$ cat config.mk
export PLATFORM = sky130hd
export DESIGN_NAME = arm_solver_top
export DESIGN_NICKNAME = d
export VERILOG_FILES = /design/src/logic/arm_pkg.sv /design/src/logic/trig_if.sv /design/src/logic/cmd_receiver.sv /design/src/logic/grad_stepper.sv /design/src/logic/cordic_rotator.sv /design/src/logic/link_chain.sv /design/src/logic/result_sender.sv /design/src/logic/arm_solver_top.sv
export VERILOG_INCLUDE_DIRS = /design/src /design/src/logic
export SDC_FILE = /design/constraint.sdc
export NUM_CORES = 2
export LEC_CHECK = 0
export BUFFER_PORTS_ARGS = -buffer_cell sky130_fd_sc_hd__buf_2
export CORE_MARGIN = 2
export CORE_UTILIZATION = 59
export DETAILED_ROUTE_END_ITERATION = 8
export GPL_ROUTABILITY_DRIVEN = 0
export PLACE_DENSITY = 0.78
export SLEW_MARGIN = 20
export SYNTH_ARGS = -nofsm -noshare
export SYNTH_HDL_FRONTEND = slang
export SYNTH_SLANG_ARGS = --single-unit
$ cat constraint.sdc
create_clock -name clk -period 6.6 [get_ports clk]
set_input_delay 1.32 -clock clk [delete_from_list [all_inputs] [get_ports clk]]
set_output_delay 1.32 -clock clk [all_outputs]
set_load 0.03 [all_outputs]
$ cat src/logic/arm_macros.svh
`ifndef ARM_MACROS_SVH
`define ARM_MACROS_SVH

// fixed point format, signed q16.16
`define FIX_W 32
`define FRAC_W 16

// arm geometry and state vector
`define NUM_STATE 5 // base x, base y, three joint angles
`define NUM_LINKS 3

// host command
`define NUM_ARGS 4 // count bytes after the command byte
`define CMD_BYTE 8'h68 // ascii h

`define STEP_SHIFT 7 // gradient step, divide by 128

// cordic
`define CORDIC_ITERS 16
`define CORDIC_GAIN_INV 39797 // 0.607253 in q16.16
`define PI_FIX 205887
`define HALF_PI_FIX 102944

`define OUT_BYTES 8 // tip x then tip y, msb first

`endif

$ cat src/logic/arm_pkg.sv
`include "arm_macros.svh"

package arm_pkg;

  // one q16.16 word
  typedef logic signed [`FIX_W-1:0] fix_t;

  // base x, base y, joint 0..2
  typedef fix_t state_vec_t [`NUM_STATE];

  // x sits in the upper half when packed
  typedef struct packed {
    fix_t x;
    fix_t y;
  } point_t;

  // smoothness bias per state word
  localparam state_vec_t bias_vec = '{
    -(fix_t'(7) <<< (`FRAC_W - 1)), // -3.5
    -(fix_t'(7) <<< (`FRAC_W - 1)), // -3.5
    fix_t'(51472), // +pi/4
    fix_t'(51472),
    fix_t'(-51472) // -pi/4
  };

  // round(65536 * atan(2^-i))
  localparam fix_t atan_table [`CORDIC_ITERS] = '{
    fix_t'(51472), fix_t'(30386), fix_t'(16055), fix_t'(8150),
    fix_t'(4091), fix_t'(2047), fix_t'(1024), fix_t'(512),
    fix_t'(256), fix_t'(128), fix_t'(64), fix_t'(32),
    fix_t'(16), fix_t'(8), fix_t'(4), fix_t'(2)
  };

endpackage

$ cat src/logic/trig_if.sv
`timescale 1ns/1ps

// sine/cosine request path, four-phase req/ack
interface trig_if import arm_pkg::*; ();

  fix_t angle;   // absolute link angle, within +-pi
  fix_t cos_out;
  fix_t sin_out;
  logic req;     // held until ack seen
  logic ack;     // held until req drops

  modport client (output angle, output req, input cos_out, input sin_out, input ack);

  modport server (input angle, input req, output cos_out, output sin_out, output ack);

endinterface

$ cat src/logic/cmd_receiver.sv
`timescale 1ns/1ps
`include "arm_macros.svh"

module cmd_receiver (
  input  logic        clk,
  input  logic        rst,
  input  logic [7:0]  rx_data,
  input  logic        new_rx_data,
  input  logic        busy,
  output logic        start,
  output logic [31:0] iter_count
);

  localparam int CNT_W = $clog2(`NUM_ARGS);

  typedef enum logic [1:0] {
    IDLE,    // looking for the command byte
    COLLECT, // shifting in count bytes
    RUN,     // solver busy, result not yet in the sender
    DRAIN    // sender still pushing bytes out
  } rx_state_t;

  rx_state_t fsm;
  logic [CNT_W-1:0] arg_cnt;
  logic byte_ok;

  assign byte_ok = new_rx_data && !busy; // nothing taken while sending

  always_ff @(posedge clk) begin
    if (rst) begin
      fsm <= IDLE;
      arg_cnt <= '0;
      start <= 1'b0;
    end else begin
      start <= 1'b0; // one cycle pulse
      case (fsm)
        IDLE: begin
          if (byte_ok && rx_data == `CMD_BYTE) begin
            arg_cnt <= '0;
            fsm <= COLLECT;
          end
          // anything else is dropped
        end
        COLLECT: begin
          if (byte_ok) begin
            arg_cnt <= arg_cnt + 1'b1;
            if (arg_cnt == CNT_W'(`NUM_ARGS - 1)) begin
              start <= 1'b1; // count complete in iter_count
              fsm <= RUN;
            end
          end
        end
        RUN: if (busy) fsm <= DRAIN;  // result reached the sender
        DRAIN: if (!busy) fsm <= IDLE; // last byte gone
        default: fsm <= IDLE;
      endcase
    end
  end

  // count bytes, first one ends up most significant
  always_ff @(posedge clk) begin
    if (fsm == COLLECT && byte_ok)
      iter_count <= {iter_count[23:0], rx_data};
  end

endmodule

$ cat src/logic/grad_stepper.sv
`timescale 1ns/1ps
`include "arm_macros.svh"

module grad_stepper import arm_pkg::*; (
  input  logic        clk,
  input  logic        rst,
  input  logic        start,
  input  logic [31:0] iter_count,
  output state_vec_t  state,
  output logic        steps_done
);

  logic [31:0] remaining; // steps still to run
  logic running;
  state_vec_t next_state;

  // smoothness gradient is bias + state, step is gradient / 128
  always_comb begin
    for (int i = 0; i < `NUM_STATE; i++) begin
      next_state[i] = state[i] - ((bias_vec[i] + state[i]) >>> `STEP_SHIFT);
    end
  end

  always_ff @(posedge clk) begin
    if (rst) begin
      state <= '{default: '0}; // zero pose
      remaining <= '0;
      running <= 1'b0;
      steps_done <= 1'b0;
    end else begin
      steps_done <= 1'b0;
      if (start && !running) begin
        if (iter_count == '0) begin
          steps_done <= 1'b1; // nothing to do, report next cycle
        end else begin
          remaining <= iter_count;
          running <= 1'b1;
        end
      end else if (running) begin
        state <= next_state; // one step per clock
        remaining <= remaining - 1'b1;
        if (remaining == 32'd1) begin
          // done flag lines up with the last update
          running <= 1'b0;
          steps_done <= 1'b1;
        end
      end
    end
  end

  // state is not touched between commands, next count continues from here

endmodule

$ cat src/logic/cordic_rotator.sv
`timescale 1ns/1ps
`include "arm_macros.svh"

module cordic_rotator import arm_pkg::*; (
  input logic clk,
  input logic rst,
  trig_if.server trig
);

  localparam int ITER_W = $clog2(`CORDIC_ITERS);
  localparam fix_t K = `CORDIC_GAIN_INV; // prescaled start length
  localparam fix_t HALF_PI = `HALF_PI_FIX;

  typedef enum logic [1:0] {
    IDLE,   // wait for req
    ROTATE, // micro-rotations
    FINISH, // publish result
    HOLD    // ack high until req drops
  } cordic_state_t;

  cordic_state_t fsm;
  logic [ITER_W-1:0] iter;
  fix_t x;
  fix_t y;
  fix_t z; // residual angle
  fix_t x_sh;
  fix_t y_sh;

  assign x_sh = x >>> iter;
  assign y_sh = y >>> iter;

  always_ff @(posedge clk) begin
    if (rst) begin
      fsm <= IDLE;
      iter <= '0;
      trig.ack <= 1'b0;
    end else begin
      case (fsm)
        IDLE: begin
          if (trig.req) begin
            iter <= '0;
            fsm <= ROTATE;
          end
        end
        ROTATE: begin
          iter <= iter + 1'b1;
          if (iter == ITER_W'(`CORDIC_ITERS - 1))
            fsm <= FINISH;
        end
        FINISH: begin
          trig.ack <= 1'b1; // cos/sin valid from here
          fsm <= HOLD;
        end
        HOLD: begin
          if (!trig.req) begin
            trig.ack <= 1'b0;
            fsm <= IDLE;
          end
        end
        default: fsm <= IDLE;
      endcase
    end
  end

  always_ff @(posedge clk) begin
    case (fsm)
      IDLE: begin
        if (trig.req) begin
          // fold into +-pi/2 by a quarter turn of the start vector
          if (trig.angle > HALF_PI) begin
            x <= '0;
            y <= K;
            z <= trig.angle - HALF_PI;
          end else if (trig.angle < -HALF_PI) begin
            x <= '0;
            y <= -K;
            z <= trig.angle + HALF_PI;
          end else begin
            x <= K;
            y <= '0;
            z <= trig.angle;
          end
        end
      end
      ROTATE: begin
        if (!z[`FIX_W-1]) begin // residual positive, rotate ccw
          x <= x - y_sh;
          y <= y + x_sh;
          z <= z - atan_table[iter];
        end else begin
          x <= x + y_sh;
          y <= y - x_sh;
          z <= z + atan_table[iter];
        end
      end
      FINISH: begin
        trig.cos_out <= x;
        trig.sin_out <= y;
      end
      default: ;
    endcase
  end

endmodule

$ cat src/logic/link_chain.sv
`timescale 1ns/1ps
`include "arm_macros.svh"

module link_chain import arm_pkg::*; (
  input  logic       clk,
  input  logic       rst,
  input  logic       steps_done,
  input  state_vec_t state,
  trig_if.client     trig,
  output logic       tip_valid,
  output point_t     tip
);

  localparam int LINK_W = $clog2(`NUM_LINKS);
  localparam fix_t PI = `PI_FIX;
  localparam fix_t TWO_PI = 2 * `PI_FIX;

  typedef enum logic [1:0] {
    IDLE,     // wait for final pose
    ANGLE,    // next absolute angle, raise req
    WAIT_ACK,
    RELEASE   // req dropped, wait for ack low
  } chain_state_t;

  chain_state_t fsm;
  logic [LINK_W-1:0] link;
  fix_t joint [`NUM_LINKS]; // latched joint angles
  fix_t ang_sum;
  fix_t ang_wrapped;
  point_t pos; // end of the current link

  // trig.angle doubles as the running absolute angle
  assign ang_sum = trig.angle + joint[link];

  always_comb begin
    if (ang_sum > PI)
      ang_wrapped = ang_sum - TWO_PI;
    else if (ang_sum < -PI)
      ang_wrapped = ang_sum + TWO_PI;
    else
      ang_wrapped = ang_sum;
  end

  always_ff @(posedge clk) begin
    if (rst) begin
      fsm <= IDLE;
      link <= '0;
      trig.req <= 1'b0;
      tip_valid <= 1'b0;
    end else begin
      tip_valid <= 1'b0;
      case (fsm)
        IDLE: begin
          if (steps_done) begin
            link <= '0;
            fsm <= ANGLE;
          end
        end
        ANGLE: begin
          trig.req <= 1'b1; // angle registered on the same edge
          fsm <= WAIT_ACK;
        end
        WAIT_ACK: begin
          if (trig.ack) begin
            trig.req <= 1'b0;
            fsm <= RELEASE;
          end
        end
        RELEASE: begin
          if (!trig.ack) begin
            if (link == LINK_W'(`NUM_LINKS - 1)) begin
              tip_valid <= 1'b1;
              fsm <= IDLE;
            end else begin
              link <= link + 1'b1;
              fsm <= ANGLE;
            end
          end
        end
        default: fsm <= IDLE;
      endcase
    end
  end

  always_ff @(posedge clk) begin
    case (fsm)
      IDLE: begin
        if (steps_done) begin
          for (int k = 0; k < `NUM_LINKS; k++) begin
            joint[k] <= state[k + 2];
          end
          pos.x <= state[0]; // chain starts at the base
          pos.y <= state[1];
          trig.angle <= '0;
        end
      end
      ANGLE: trig.angle <= ang_wrapped;
      WAIT_ACK: begin
        if (trig.ack) begin
          pos.x <= pos.x + trig.cos_out; // unit link length
          pos.y <= pos.y + trig.sin_out;
        end
      end
      RELEASE: begin
        if (!trig.ack && link == LINK_W'(`NUM_LINKS - 1))
          tip <= pos;
      end
      default: ;
    endcase
  end

endmodule

$ cat src/logic/result_sender.sv
`timescale 1ns/1ps
`include "arm_macros.svh"

module result_sender import arm_pkg::*; (
  input  logic       clk,
  input  logic       rst,
  input  logic       tip_valid,
  input  point_t     tip,
  input  logic       tx_busy,
  output logic [7:0] tx_data,
  output logic       new_tx_data,
  output logic       busy_out
);

  localparam int CNT_W = $clog2(`OUT_BYTES);
  localparam int SH_W = 2 * `FIX_W;

  logic [SH_W-1:0] shreg; // x word on top, msb goes first
  logic [CNT_W-1:0] sent;
  logic load;

  assign load = tip_valid && !busy_out;

  // byte leaves in the same cycle tx_busy is seen low
  assign new_tx_data = busy_out && !tx_busy;
  assign tx_data = shreg[SH_W-1 -: 8];

  always_ff @(posedge clk) begin
    if (rst) begin
      busy_out <= 1'b0;
      sent <= '0;
    end else if (load) begin
      busy_out <= 1'b1;
      sent <= '0;
    end else if (new_tx_data) begin
      sent <= sent + 1'b1;
      if (sent == CNT_W'(`OUT_BYTES - 1))
        busy_out <= 1'b0; // eighth byte out
    end
  end

  always_ff @(posedge clk) begin
    if (load)
      shreg <= tip; // packed as {x, y}
    else if (new_tx_data)
      shreg <= shreg << 8; // next byte up
  end

endmodule

$ cat src/logic/arm_solver_top.sv
`timescale 1ns/1ps

module arm_solver_top import arm_pkg::*; (
  input  logic       clk,
  input  logic       rst,
  input  logic [7:0] rx_data,
  input  logic       new_rx_data,
  input  logic       tx_busy,
  output logic [7:0] tx_data,
  output logic       new_tx_data
);

  logic start;
  logic [31:0] iter_count;
  state_vec_t state;
  logic steps_done;
  logic tip_valid;
  point_t tip;
  logic busy_out; // sender still draining, receiver holds off

  trig_if trig_bus ();

  cmd_receiver u_cmd_receiver (
    .clk         (clk),
    .rst         (rst),
    .rx_data     (rx_data),
    .new_rx_data (new_rx_data),
    .busy        (busy_out),
    .start       (start),
    .iter_count  (iter_count)
  );

  grad_stepper u_grad_stepper (
    .clk        (clk),
    .rst        (rst),
    .start      (start),
    .iter_count (iter_count),
    .state      (state),
    .steps_done (steps_done)
  );

  // forward kinematics, once per command
  link_chain u_link_chain (
    .clk        (clk),
    .rst        (rst),
    .steps_done (steps_done),
    .state      (state),
    .trig       (trig_bus.client),
    .tip_valid  (tip_valid),
    .tip        (tip)
  );

  cordic_rotator u_cordic_rotator (
    .clk  (clk),
    .rst  (rst),
    .trig (trig_bus.server)
  );

  result_sender u_result_sender (
    .clk         (clk),
    .rst         (rst),
    .tip_valid   (tip_valid),
    .tip         (tip),
    .tx_busy     (tx_busy),
    .tx_data     (tx_data),
    .new_tx_data (new_tx_data),
    .busy_out    (busy_out)
  );

endmodule

==> reports/metrics.cfg <==
[layout]
nets = 5812
drive_above_1_share_pct = 8.33
finish.instance_area_um2 = 56400
final_util_pct = 64.0
nFillCells = 7030
antenna_cells = 0
fin_cells = 6637
area_delta_synth_final_pct = 7.76

[route]
drt_iter0_drc = 3637
vias_per_cell = 6.39
drc = 0
postRouteAntennaNets = 0
firstDrtPassIters = 8
drt_wl_total_mm = 134
wl_per_cell_um = 20.2
vias = 42400

[synthesis]
yosys-top-cells-area = edfxtp_1 29%, ha_1 9.1%, dfxtp_1 8.3%, xnor2_1 4.9%, a21oi_1 4.0%
syn_area_per_cell_um2 = 9.56
ys_warn_count = 0
syn_inst = 5470
ys_types = 97
synth_most_common_cell = edfxtp_1
synth_nets = 5875
synth_seq_cells = 730
synthDominantCellAreaShare_pct = 29.4
synth_edf_count = 512
synth_top_flop_cell = edfxtp_1
ys_top_cells_by_count = 512 x edfxtp_1, 498 x nor2_1, 447 x nand2_1, 415 x a21oi_1, 382 x ha_1
synth_top_area_cell = edfxtp_1
async_flop_share_pct = 0
synth_area_um2 = 52300
yosysSeqAreaShare_pct = 37.7

[place]
dp.cells = 6489
port_buffers = 20
place_area_um2 = 53500
post-dp-hpwl_mm = 97.1
pre_cts_ws_ps = 356

[worst_setup_path]
cp-start-kind = register
regToRegSetupSlack_ps = 450
cp_cell_sequence = buf_4, mux4_2, mux2_2, mux2_2, inv_1, ha_1, a21boi_1, a31oi_1, xnor2_1, ha_1, a2111oi_0, a211o_1, a21o_1, a211oi_1, nor2_1, a211oi_1, a211oi_1, a211oi_1, a211o_1
crit_path_end_kind = register
path_common_cell = a211oi_1
crit_required_ps = 6990
cp_slowest_stage_delay_ps = 870
worstSetupPathType = reg2reg
crit_arrival_ps = 6540
critPathMaxFanout = 24
cp_slowest_cell = a2111oi_0
rr_worst_depth = 19

[pwr]
ir_drop_mv = 0.272
leakage_nw = 21.8
power_density_nw_per_um2 = 326
seqPwrFrac_pct = 33.6
swShare_pct = 37.3
p_int_mw = 11.5
comb_power_share_pct = 40.2
power_frac_clock_pct = 26.1
p_switching_mw = 6.85
p_total_mw = 18.4

[cts]
cts_tree = built
clk-insertion-delay-late_ps = 650
clk_path_buf_depth = 3
htree_levels = 3
root_buffer = clkbuf_16
numCtsBuffers = 79
cts.sinks = 730
clkTransAtPathRegs_ps = 60

[sta]
final_max_slew_viol_count = 0
setup_viol = 0
clock_skew_ps = 33.6
relSlewSlack_pct = 28.6
fin_setup_tns_ps = 0
fin_crit_sh_pct = 93.2
period_minus_slack_ps = 6150
hold_slack_ps = 455
tightest_slew_ps = 1070
hold_viol = 0
max_freq_mhz = 163
fin_ws_ps = 450

[floorplanning]
start_util_pct = 59.4
ioPinCount = 21
fp.dieH_um = 302
fp.dieW_um = 302
core-area_um2 = 88100
rows = 109
die-area_um2 = 91100

[run_status]
run_status = complete, no violations

[global_route]
grt_pass1_vias = 39900
grtUsageTotal_pct = 28.8
grt_max_degree = 90
antenna_found_initial = 0
grt_pass1_wl_mm = 212
grt_overflow_total = 0

[worst_hold_path]
hold_depth = 0
hold_path.class = reg2reg

[flow_run]
cap_violations = 0

path summary, 6_finish.rpt:
check / from / endpoint
worst max-delay path: u_cordic_rotator.iter[2] / u_cordic_rotator.y[31]
worst min-delay path: u_link_chain.pos[37] / u_link_chain.tip[37]
worst max register to register: u_cordic_rotator.iter[2] / u_cordic_rotator.y[31]
worst min register to register: u_link_chain.pos[37] / u_link_chain.tip[37]
routing by layer:
| metal | vias up | wire, µm | GRT usage [%] | part of all wire (%) |
|---|---|---|---|---|
| met1 | 20100 | 54400 | 37.0 | 41 |
| met2 | 1621 | 63100 | 47.8 | 47 |
| met3 | 394 | 8550 | 3.38 | 6.4 |
| li1 | 20300 | - | - | - |
| met4 | 0 | 7690 | 15.4 | 5.7 |
| met5 | - | 0 | 0 | 0 |
state kept, by name, summed over array words and instances (netlist names), 2 cells and up, named ones only:
| register | flops |
|---|---|
| u_cordic_rotator.trig.sin_out | 32 |
| u_cmd_receiver.fsm | 2 |
| u_link_chain.fsm | 2 |
| u_cordic_rotator.fsm | 2 |
| u_link_chain.tip | 64 |
| u_grad_stepper.state | 160 |
| u_cordic_rotator.z | 32 |
| u_cordic_rotator.trig.cos_out | 32 |
| u_result_sender.sent | 3 |
| u_link_chain.trig.angle | 32 |
| u_cordic_rotator.iter | 4 |
| u_link_chain.pos | 64 |
| u_result_sender.shreg | 64 |
| u_cordic_rotator.y | 32 |
| u_cmd_receiver.arg_cnt | 2 |
| u_cordic_rotator.x | 32 |
| u_grad_stepper.remaining | 32 |
| u_cmd_receiver.iter_count | 32 |
| u_link_chain.link | 2 |
| u_link_chain.joint | 96 |
cells in the final DEF (no fill, tap or decap), types with 55 or more instances in the layout:
cell type / synthesis / final
ha_1: 382 / 379
mux2_2: 111 / 111
a21oi_1: 415 / 415
nor2b_1: 57 / 56
nor3_1: 135 / 135
dfxtp_1: 218 / 211
o21ai_0: 346 / 345
nor2_1: 498 / 492
nand3_1: 119 / 119
inv_1: 160 / 157
a31oi_1: 66 / 66
a211oi_1: 97 / 97
nand2_1: 447 / 447
xor2_1: 180 / 180
a21o_1: 147 / 147
xnor2_1: 292 / 292
buf_4: 10 / 55
o21a_1: 72 / 72
clkbuf_16: 0 / 81
mux2i_1: 181 / 181
edfxtp_1: 512 / 512
mux4_2: 71 / 71
nand2b_1: 64 / 64
logic make-up (layout without fill, tap and decap cells):
kind of cell,Yosys count,in the layout,synth area share (%)
AO/OA/AOI/OAI,1498,1498,18.2
XOR/XNOR,472,472,7.90
adder cells (fa/ha/maj),393,393,9.56
buffers and inverters,388,390,2.94
flip-flops,730,730,37.7
multiplexers,363,363,8.91
AND/OR/NAND/NOR,1626,1626,14.7
area by class of cell:
type	count	area, µm²	area share [%]
multi-input combinational	4352	31100	55.2
sequential	730	19800	35.1
clock buffer	99	2150	3.82
tap	1165	1460	2.59
clock inverter	47	676	1.20
inverter	163	613	1.09
timing repair buffer	81	608	1.08
repair_timing:
item | in CTS | in global routing
setup endpoints to repair | 0 | 7
resized for setup | 0 | 8
setup buffers | 0 | 2
hold buffers | 0 | 0
worst max-delay path: cells and delay by family (launching register included):
kind	cells	cell delay, ps
AOI/OAI and AO/OA	10	3060
and+or+nand+nor	1	180
xor gates and xnor gates	1	290
buffers and inverters	2	360
DFF	1	510
adders and majority gates	2	500
muxes	3	1000
power groups by stage:
| stage | logic (mW) | registers (mW) | clock network [mW] |
|---|---|---|---|
| after global placement | 6.98 | 6.21 | 0 |
| after global routing | 8.14 | 6.19 | 5.02 |
| after CTS | 7.25 | 6.14 | 4.87 |
| final | 7.39 | 6.18 | 4.80 |
| after detailed placement | 7.15 | 6.24 | 0 |
| after floorplan | 5.78 | 5.92 | 0 |
No activity file was read; power rests on OpenSTA's default activity.
